`src/source/regblk_pkg.sv`:
```
`default_nettype none

package regblk_pkg;

  localparam int ADDR_W   = 8;
  localparam int DATA_W   = 32;
  localparam int STRB_W   = DATA_W / 8;
  localparam int NUM_REGS = 4;

  typedef logic [ADDR_W-1:0]           addr_t;
  typedef logic [DATA_W-1:0]           data_t;
  typedef logic [STRB_W-1:0]           strb_t;
  typedef logic [$clog2(NUM_REGS)-1:0] reg_sel_t;

  typedef enum logic {
    BUS_READ,
    BUS_WRITE
  } bus_access_e;

  // Same encoding as the Avalon response field
  typedef enum logic [1:0] {
    RSP_OKAY   = 2'd0,
    RSP_SLVERR = 2'd2,
    RSP_DECERR = 2'd3
  } rsp_status_e;

  typedef enum logic [1:0] {
    REG_RW,
    REG_RO,
    REG_W1C
  } reg_mode_e;

  typedef struct packed {
    logic  read;
    logic  write;
    addr_t address;
    strb_t byteenable;
    data_t writedata;
  } avalon_req_t;

  typedef struct packed {
    logic        waitrequest;
    logic        readdatavalid;
    logic        writeresponsevalid;
    rsp_status_e response;
    data_t       readdata;
  } avalon_rsp_t;

  typedef struct packed {
    logic        valid;
    bus_access_e access;
    addr_t       address;
    data_t       write_data;
    strb_t       strobe;
  } bus_req_t;

  typedef struct packed {
    logic        ready;
    rsp_status_e status;
    data_t       read_data;
  } bus_rsp_t;

  typedef struct packed {
    logic        select;
    bus_access_e access;
    data_t       write_data;
    strb_t       strobe;
  } reg_req_t;

  typedef struct packed {
    data_t       read_data;
    rsp_status_e status;
  } reg_rsp_t;

endpackage

`default_nettype wire
```
`src/source/regblk_top.sv`:
```
`timescale 1ns/1ps
`default_nettype none

// Register map in offsets from BASE_ADDRESS
//   0x0  control    RW, drives o_ctrl
//   0x4  scratch    RW
//   0x8  status     RO, shows i_status
//   0xC  interrupt  W1C, bits set by i_irq_set
module regblk_top
  import regblk_pkg::*;
#(
  parameter addr_t BASE_ADDRESS      = '0,
  parameter bit    ERROR_STATUS      = 1'b0,
  parameter data_t DEFAULT_READ_DATA = '0,
  parameter bit    INSERT_SLICER     = 1'b0
)(
  input  wire logic        i_clk,
  input  wire logic        i_rst_n,
  input  wire avalon_req_t i_avalon_req,
  output avalon_rsp_t      o_avalon_rsp,
  input  wire data_t       i_status,
  input  wire data_t       i_irq_set,
  output data_t            o_ctrl,
  output logic             o_irq
);

  bus_req_t bus_req;
  bus_rsp_t bus_rsp;
  reg_req_t reg_req [NUM_REGS];
  reg_rsp_t reg_rsp [NUM_REGS];
  data_t    irq_value;

  avalon_adapter u_avalon_adapter (
    .i_clk        (i_clk),
    .i_rst_n      (i_rst_n),
    .i_avalon_req (i_avalon_req),
    .o_avalon_rsp (o_avalon_rsp),
    .o_bus_req    (bus_req),
    .i_bus_rsp    (bus_rsp)
  );

  adapter_common #(
    .BASE_ADDRESS      (BASE_ADDRESS),
    .BYTE_SIZE         (16),               // Four 32-bit words
    .ERROR_STATUS      (ERROR_STATUS),
    .DEFAULT_READ_DATA (DEFAULT_READ_DATA),
    .INSERT_SLICER     (INSERT_SLICER)
  ) u_adapter_common (
    .i_clk     (i_clk),
    .i_rst_n   (i_rst_n),
    .i_bus_req (bus_req),
    .o_bus_rsp (bus_rsp),
    .o_reg_req (reg_req),
    .i_reg_rsp (reg_rsp)
  );

  register_cell #(.MODE(REG_RW)) u_ctrl (
    .i_clk      (i_clk),
    .i_rst_n    (i_rst_n),
    .i_reg_req  (reg_req[0]),
    .o_reg_rsp  (reg_rsp[0]),
    .i_hw_value ('0),
    .o_value    (o_ctrl)
  );

  register_cell #(.MODE(REG_RW)) u_scratch (
    .i_clk      (i_clk),
    .i_rst_n    (i_rst_n),
    .i_reg_req  (reg_req[1]),
    .o_reg_rsp  (reg_rsp[1]),
    .i_hw_value ('0),
    .o_value    ()
  );

  register_cell #(.MODE(REG_RO)) u_status (
    .i_clk      (i_clk),
    .i_rst_n    (i_rst_n),
    .i_reg_req  (reg_req[2]),
    .o_reg_rsp  (reg_rsp[2]),
    .i_hw_value (i_status),
    .o_value    ()
  );

  register_cell #(.MODE(REG_W1C)) u_irq (
    .i_clk      (i_clk),
    .i_rst_n    (i_rst_n),
    .i_reg_req  (reg_req[3]),
    .o_reg_rsp  (reg_rsp[3]),
    .i_hw_value (i_irq_set),
    .o_value    (irq_value)
  );

  assign o_irq = |irq_value;              // Any pending interrupt

endmodule

`default_nettype wire

```
`src/source/adapter_common.sv`:
```
`timescale 1ns/1ps
`default_nettype none

module adapter_common
  import regblk_pkg::*;
#(
  parameter addr_t BASE_ADDRESS      = '0,
  parameter int    BYTE_SIZE         = 16,
  parameter bit    ERROR_STATUS      = 1'b0,
  parameter data_t DEFAULT_READ_DATA = '0,
  parameter bit    INSERT_SLICER     = 1'b0
)(
  input  wire logic     i_clk,
  input  wire logic     i_rst_n,
  input  wire bus_req_t i_bus_req,
  output bus_rsp_t      o_bus_rsp,
  output reg_req_t      o_reg_req [NUM_REGS],
  input  wire reg_rsp_t i_reg_rsp [NUM_REGS]
);

  localparam int          WORD_LSB   = $clog2(STRB_W);
  localparam rsp_status_e MISS_STATUS = ERROR_STATUS ? RSP_SLVERR : RSP_OKAY;

  bus_req_t              req;
  logic                  ready;
  addr_t                 offset;
  addr_t                 word_index;
  logic                  in_window;
  logic                  mapped;
  reg_sel_t              sel;
  logic                  done;
  logic [NUM_REGS-1:0]   select_vec;

  generate
    if (INSERT_SLICER) begin : g_slicer
      logic     slice_valid;
      bus_req_t slice_req;

      // Each sliced request completes in the cycle after capture
      always_ff @(posedge i_clk or negedge i_rst_n) begin
        if (!i_rst_n) begin
          slice_valid <= 1'b0;
        end else begin
          slice_valid <= i_bus_req.valid && !slice_valid;
        end
      end

      always_ff @(posedge i_clk) begin
        if (i_bus_req.valid && !slice_valid) begin
          slice_req <= i_bus_req;
        end
      end

      always_comb begin
        req       = slice_req;
        req.valid = slice_valid;
      end

      assign ready = slice_valid;
    end else begin : g_direct
      assign req   = i_bus_req;
      assign ready = 1'b1;
    end
  endgenerate

  // Window check and register decode
  always_comb begin
    offset     = req.address - BASE_ADDRESS;
    word_index = offset >> WORD_LSB;
    in_window  = (req.address >= BASE_ADDRESS) && (int'(offset) < BYTE_SIZE);
    mapped     = in_window && (int'(word_index) < NUM_REGS);
    sel        = word_index[$bits(reg_sel_t)-1:0];
    done       = req.valid && ready;
  end

  always_comb begin
    for (int i = 0; i < NUM_REGS; i++) begin
      select_vec[i]            = done && mapped && (int'(sel) == i);
      o_reg_req[i].select      = select_vec[i];
      o_reg_req[i].access      = req.access;
      o_reg_req[i].write_data  = req.write_data;
      o_reg_req[i].strobe      = req.strobe;
    end
  end

  always_comb begin
    o_bus_rsp.ready = ready;
    if (mapped) begin
      o_bus_rsp.status    = i_reg_rsp[sel].status;
      o_bus_rsp.read_data = i_reg_rsp[sel].read_data;
    end else begin
      o_bus_rsp.status    = MISS_STATUS;       // Unmapped or outside window
      o_bus_rsp.read_data = DEFAULT_READ_DATA;
    end
  end

  a_one_select: assert property (
    @(posedge i_clk) disable iff (!i_rst_n)
    $onehot0(select_vec)
  ) else $error("More than one register selected");

endmodule

`default_nettype wire

```
`src/source/avalon_adapter.sv`:
```
`timescale 1ns/1ps
`default_nettype none

module avalon_adapter
  import regblk_pkg::*;
(
  input  wire logic        i_clk,
  input  wire logic        i_rst_n,
  input  wire avalon_req_t i_avalon_req,
  output avalon_rsp_t      o_avalon_rsp,
  output bus_req_t         o_bus_req,
  input  wire bus_rsp_t    i_bus_rsp
);

  bus_req_t    live_req;
  bus_req_t    hold_req;
  logic        pending;                   // Request parked in hold_req
  logic        bus_done;

  logic        rsp_valid;
  bus_access_e rsp_access;
  rsp_status_e rsp_status;
  data_t       rsp_data;

  always_comb begin
    live_req.valid      = i_avalon_req.read || i_avalon_req.write;
    live_req.access     = i_avalon_req.read ? BUS_READ : BUS_WRITE;
    live_req.address    = i_avalon_req.address;
    live_req.write_data = i_avalon_req.writedata;
    live_req.strobe     = i_avalon_req.byteenable;
  end

  assign o_bus_req = pending ? hold_req : live_req;
  assign bus_done  = o_bus_req.valid && i_bus_rsp.ready;

  always_ff @(posedge i_clk or negedge i_rst_n) begin
    if (!i_rst_n) begin
      pending <= 1'b0;
    end else if (bus_done) begin
      pending <= 1'b0;
    end else if (live_req.valid && !pending) begin
      pending <= 1'b1;                    // Not taken in its first cycle
    end
  end

  always_ff @(posedge i_clk) begin
    if (live_req.valid && !pending && !i_bus_rsp.ready) begin
      hold_req <= live_req;
    end
  end

  // Response strobe one cycle after the handshake
  always_ff @(posedge i_clk or negedge i_rst_n) begin
    if (!i_rst_n) begin
      rsp_valid <= 1'b0;
    end else begin
      rsp_valid <= bus_done;
    end
  end

  always_ff @(posedge i_clk) begin
    if (bus_done) begin
      rsp_access <= o_bus_req.access;
      rsp_status <= i_bus_rsp.status;
      rsp_data   <= i_bus_rsp.read_data;
    end
  end

  always_comb begin
    o_avalon_rsp.waitrequest        = pending;
    o_avalon_rsp.readdatavalid      = rsp_valid && (rsp_access == BUS_READ);
    o_avalon_rsp.writeresponsevalid = rsp_valid && (rsp_access == BUS_WRITE);
    o_avalon_rsp.response           = rsp_status;
    o_avalon_rsp.readdata           = rsp_data;
  end

  a_no_read_and_write: assert property (
    @(posedge i_clk) disable iff (!i_rst_n)
    !(i_avalon_req.read && i_avalon_req.write)
  ) else $error("Avalon read and write asserted together");

  // Host must hold its request while stalled
  a_stable_while_wait: assert property (
    @(posedge i_clk) disable iff (!i_rst_n)
    (pending && live_req.valid) |=> $stable(i_avalon_req)
  ) else $error("Avalon request changed under waitrequest");

endmodule

`default_nettype wire

```
`src/source/register_cell.sv`:
```
`timescale 1ns/1ps
`default_nettype none

module register_cell
  import regblk_pkg::*;
#(
  parameter reg_mode_e MODE = REG_RW
)(
  input  wire logic     i_clk,
  input  wire logic     i_rst_n,
  input  wire reg_req_t i_reg_req,
  output reg_rsp_t      o_reg_rsp,
  input  wire data_t    i_hw_value,
  output data_t         o_value
);

  data_t bit_mask;
  logic  write_en;

  // Expand byte strobes to a bit mask
  always_comb begin
    for (int i = 0; i < STRB_W; i++) begin
      bit_mask[8*i +: 8] = {8{i_reg_req.strobe[i]}};
    end
  end

  assign write_en = i_reg_req.select && (i_reg_req.access == BUS_WRITE);

  generate
    if (MODE == REG_RO) begin : g_ro
      // Writes are accepted and dropped
      assign o_value = i_hw_value;
    end else if (MODE == REG_W1C) begin : g_w1c
      data_t value;

      always_ff @(posedge i_clk or negedge i_rst_n) begin
        if (!i_rst_n) begin
          value <= '0;
        end else if (write_en) begin
          value <= (value & ~(i_reg_req.write_data & bit_mask)) | i_hw_value;
        end else begin
          value <= value | i_hw_value;     // Set beats clear
        end
      end

      assign o_value = value;
    end else begin : g_rw
      data_t value;

      always_ff @(posedge i_clk or negedge i_rst_n) begin
        if (!i_rst_n) begin
          value <= '0;
        end else if (write_en) begin
          value <= (value & ~bit_mask) | (i_reg_req.write_data & bit_mask);
        end
      end

      assign o_value = value;
    end
  endgenerate

  always_comb begin
    o_reg_rsp.read_data = o_value;
    o_reg_rsp.status    = RSP_OKAY;
  end

endmodule

`default_nettype wire

```
`config.mk`:
```
export PLATFORM = sky130hd
export DESIGN_NAME = regblk_top
export DESIGN_NICKNAME = d
export VERILOG_FILES = /design/src/source/regblk_pkg.sv /design/src/source/regblk_top.sv /design/src/source/adapter_common.sv /design/src/source/avalon_adapter.sv /design/src/source/register_cell.sv
export SDC_FILE = /design/constraint.sdc
export NUM_CORES = 1
export LEC_CHECK = 0
export ABC_CLOCK_PERIOD_IN_PS = 7710
export BUFFER_PORTS_ARGS = -buffer_cell sky130_fd_sc_hd__buf_2
export CELL_PAD_IN_SITES_DETAIL_PLACEMENT = 1
export CELL_PAD_IN_SITES_GLOBAL_PLACEMENT = 2
export CORE_MARGIN = 8
export CORE_UTILIZATION = 43
export CTS_CLUSTER_DIAMETER = 30
export DETAILED_ROUTE_END_ITERATION = 10
export HOLD_SLACK_MARGIN = 0.05
export PLACE_DENSITY_LB_ADDON = 0.3
export REMOVE_ABC_BUFFERS = 1
export SETUP_SLACK_MARGIN = 0.15
export SLEW_MARGIN = 20
export SYNTH_ARGS = -nofsm -noshare
export SYNTH_HDL_FRONTEND = slang
export SYNTH_HIERARCHICAL = 1
export SYNTH_SLANG_ARGS = --single-unit
```
`constraint.sdc`:
```
create_clock -name i_clk -period 7.71 [get_ports i_clk]
set_input_delay 0.3855 -clock i_clk [delete_from_list [all_inputs] [get_ports i_clk]]
set_output_delay 0.3855 -clock i_clk [all_outputs]
set_load 0.02 [all_outputs]
```
======== After elaboration in Yosys (flattened, before gate mapping) ========
Index checks and enable logic that the tools add are counted.
word-level totals
  word-level logic and storage cells ...... 51
  register bits after elaboration ......... 133
operators by class
  muxes and demuxes ....................... 8
  eq/ne operators ......................... 2
  magnitude comparators ................... 4
  bitwise logic cells ..................... 12
  reductions and logical operators ........ 17
operators with widths
  operator                                              count
  bitwise AND 32 bit                                    4
  OR 32 bit                                             4
  binary-select mux 34 bit (select 2 bit)               1
  2-to-1 mux 34 bit                                     2
  NOT 32 bit                                            2
  2-to-1 mux 46 bit                                     1
  2-to-1 mux 32 bit                                     1
  OR reduction 32 bit                                   1
  logical AND 1 bit                                     12
  >= comparator 8 x 1 -> 1 bit (second input constant)  1
  < comparator 8 x 5 -> 1 bit (second input constant)   1
  < comparator 6 x 3 -> 1 bit (second input constant)   1
  >= comparator 3 bit (second input constant)           1
  2-to-1 mux 1 bit                                      3
  NOT 2 -> 3 bit                                        1
  equality test 2 x 1 -> 1 bit (second input constant)  1
  equality test 2 bit (second input constant)           1
  zero test 2 bit                                       1
  nonzero test 2 bit                                    1
  zero test 1 bit                                       1
  logical OR 1 bit                                      1
  NOT 1 bit                                             1

======== Logic depth before layout (Yosys ltp) ========
  depth in word-level cells ............... 9
  depth in mapped cells ................... 9
  depth with buffers taken out ............ 6

======== Hierarchy ========
The synthesis kept the hierarchy.
by module, submodules not included
  module                      cells each  times used  area an instance (um^2)
  avalon_adapter              147         1           3353.2
  register_cell (u_ctrl ...)  103         2           1460.2
  adapter_common              237         1           2285.9
  register_cell (u_irq)       141         1           1586.5
  register_cell (u_status)    67          1           499.2
  regblk_top                  12          1           78.8

======== Least setup slack after synthesis ========
OpenSTA, ideal clock, no wires.
  path kind ............................... reg2reg
  from .................................... reg u_avalon_adapter.pending
  to ...................................... reg (tool-made name)
  buffers on the path ..................... 2
  required time ........................... 7.585 ns
  data arrival time ....................... 2.745 ns
  slack ................................... 4.841 ns
  library setup time ...................... 0.125 ns
  stages on the path, launching flop included .. 8
  cell sequence ........................... dfrtp_1 -> buf_6 -> buf_8 -> mux2_4 -> or4_1 -> nor4_1 -> nand3_2 -> mux2_2
RTL lines
  what                    RTL line              RTL
  start, declared         avalon_adapter.sv:17  logic pending;
  start signal, assigned  avalon_adapter.sv:38  pending <= 1'b0;
  start signal, assigned  avalon_adapter.sv:40  pending <= 1'b0;
  start signal, assigned  avalon_adapter.sv:42  pending <= 1'b1;

==> qor.yml <==
critical_path:
  worstPathArrival_ns: 4.25
  cp-end-kind: "flip-flop"
  cp_max_fo: 28
  critPathKind: "flip-flop to flip-flop"
  critPathLaunchType: "flip-flop"
  r2r.worst_path.cells: 6
  cp.required_ns: 8.01
  r2r-start: "u_avalon_adapter/pending"
  r2r_slack_ns: 3.77
global_routing:
  grt_pass1_vias: 5924
  grt_antenna_before_repair: 1
  grt_max_degree: 56
  grt-ovfl-total: 0
  grt_usage_pct: 16.7
  grt_pass1_wl_um: 35500
clock_network:
  cts.sinks: 177
  cts.clk_slew.worst_paths_ns: 0.07
  htree_levels: 4
  cts_made_buffers: 17
  clock_path_buffers: 2
  clockRootBuffer: "clkbuf_16"
  clk_latency_ns: 0.42
  cts_tree: "done"
run_status:
  violations: "slew limit"
  status: "finished with violations"
place:
  dpl.hpwl_um: 15800
  gp_congestion: 0.733
  port_buffers: 179
  dpl_cell_area_um2: 9300
  dp_cells: 933
timing:
  setup_violations: 0
  slew_headroom_pct: -399
  tightest_slew_ns: 7.47
  finClkSkew_ns: 0.0102
  hold_violations: 0
  tns_ns: 0
  period_share_pct: 51.1
  rsz0062_at_grt: "false"
  finalCriticalPeriod_ns: 3.94
  clock.fmax_mhz: 254
  slew_viol_final: 45
power_and_ir_drop:
  power-per-cell-area_nw_per_um2: 223
  irDropWorstVdd_v: 0.000144
  p_total_uw: 2190
  power_leakage_uw: 0.00423
detailed_routing:
  drt-total-wl_um: 23100
  drc_errors: 0
  avgViaCountPerCell: 5.22
  routedWlPerCell_um: 23.9
  first_pass_iters: 4
  drtAntennaViolNets: 0
  drt_iter0_drc: 203
  vias: 5040
layout:
  drive_gt1_share_pct: 54.0
  multi_input_area_um2: 3160
  num-fill-cells: 2249
  instances_no_fill: 966
  finalInstanceArea_um2: 9850
  utilization_pct: 43.6
  nets: 780
  regArea_um2: 4830
  syn2layout_area_growth_pct: -0.114
floorplan:
  start_util_pct: 43.7
  rows: 55
  core_area_um2: 22600
  die_width_um: 167
  dieArea_um2: 28000
  ioPinCount: 182
  die_h_um: 167
synth:
  ys_warn_count: 6
  netlist_area_um2: 9860
  synthCells: 703
  syn_avg_cell_area_um2: 14.0
min_path:
  min_path_type: "input port to flip-flop"
  min_path_cells: 2
  min_from: "i_irq_set[10]"
  holdPathEnd: "u_irq/o_value[10]"
flow_run:
  cap_viol_max_count: 0
==> repair_timing <==
item,CTS,global route
setup buffers,0,0
gates resized for setup,0,0
endpoints found under the hold margin,43,0
hold buffers,1,0
==> metrics by stage <==
step,setup slack [ns],hold WS [ns]
after floorplan,2.50,0.0899
after global placement,3.74,0.419
after detailed placement,3.71,0.427
after CTS,3.70,0.114
after global routing,3.55,0.128
final,3.77,0.137
==> power by group <==
part	total [uW]	switching [uW]	internal, uW
logic	310	166	144
clock network	804	372	431
registers	1080	33.1	1050
total	2190	572	1620
==> area by class of cell <==
type / count / area share [%]
Sequential cell: 177 / 49.0
Multi-Input combinational cell: 283 / 32.0
Timing Repair Buffer: 186 / 9.72
Clock buffer: 20 / 4.64
Tap cell: 285 / 3.62
Clock inverter: 11 / 0.851
Inverter: 3 / 0.114
Antenna cell: 1 / 0.0254
==> per-layer routing <==
metal | GRT usage, % | wire (um)
met2 | 29.0 | 11900
met3 | 3.93 | 1090
met4 | 5.94 | 381
met1 | 20.1 | 9670
met5 | 0 | 0
==> worst max-delay path by stage <==
stage / startpoint / end / slack, ns / cells after the start
finish: u_avalon_adapter/pending / flip-flop / 3.77 / 6
global route: u_avalon_adapter/pending / flip-flop / 3.55 / 6
CTS: u_avalon_adapter/pending / flip-flop / 3.70 / 6
detailed placement: u_avalon_adapter/pending / flip-flop / 3.71 / 6
global placement: u_avalon_adapter/pending / flip-flop / 3.74 / 6
floorplan: u_avalon_adapter/pending / flip-flop / 2.50 / 3
==> cell usage in the layout, fill, tap and decap left out, types with 2 or more instances in the layout <==
master      instances
conb_1              9
and2_1             35
dfrtp_1            97
inv_6               3
mux2_2             64
inv_1               3
buf_4               6
buf_2             178
nor4_2              3
clkbuf_16          17
or2_1               2
clkinv_2            2
clkinvlp_4          4
mux4_2             28
edfxtp_1           79
clkbuf_8            2
clkinv_4            2
a21o_1             32
mux2_4             42
nor4_1              7
nand4_1            34
nand3_2             8
mux4_1              6
==> critical path, stage by stage (launching register included) <==
cell and delay, ns:
dfrtp_4 0.74, buf_4 0.60, mux2_4 0.37, or4_1 0.61, nor4_2 0.65, nand3_2 0.45, mux2_2 0.39
Note: power is estimated with default switching activity, not from simulation.
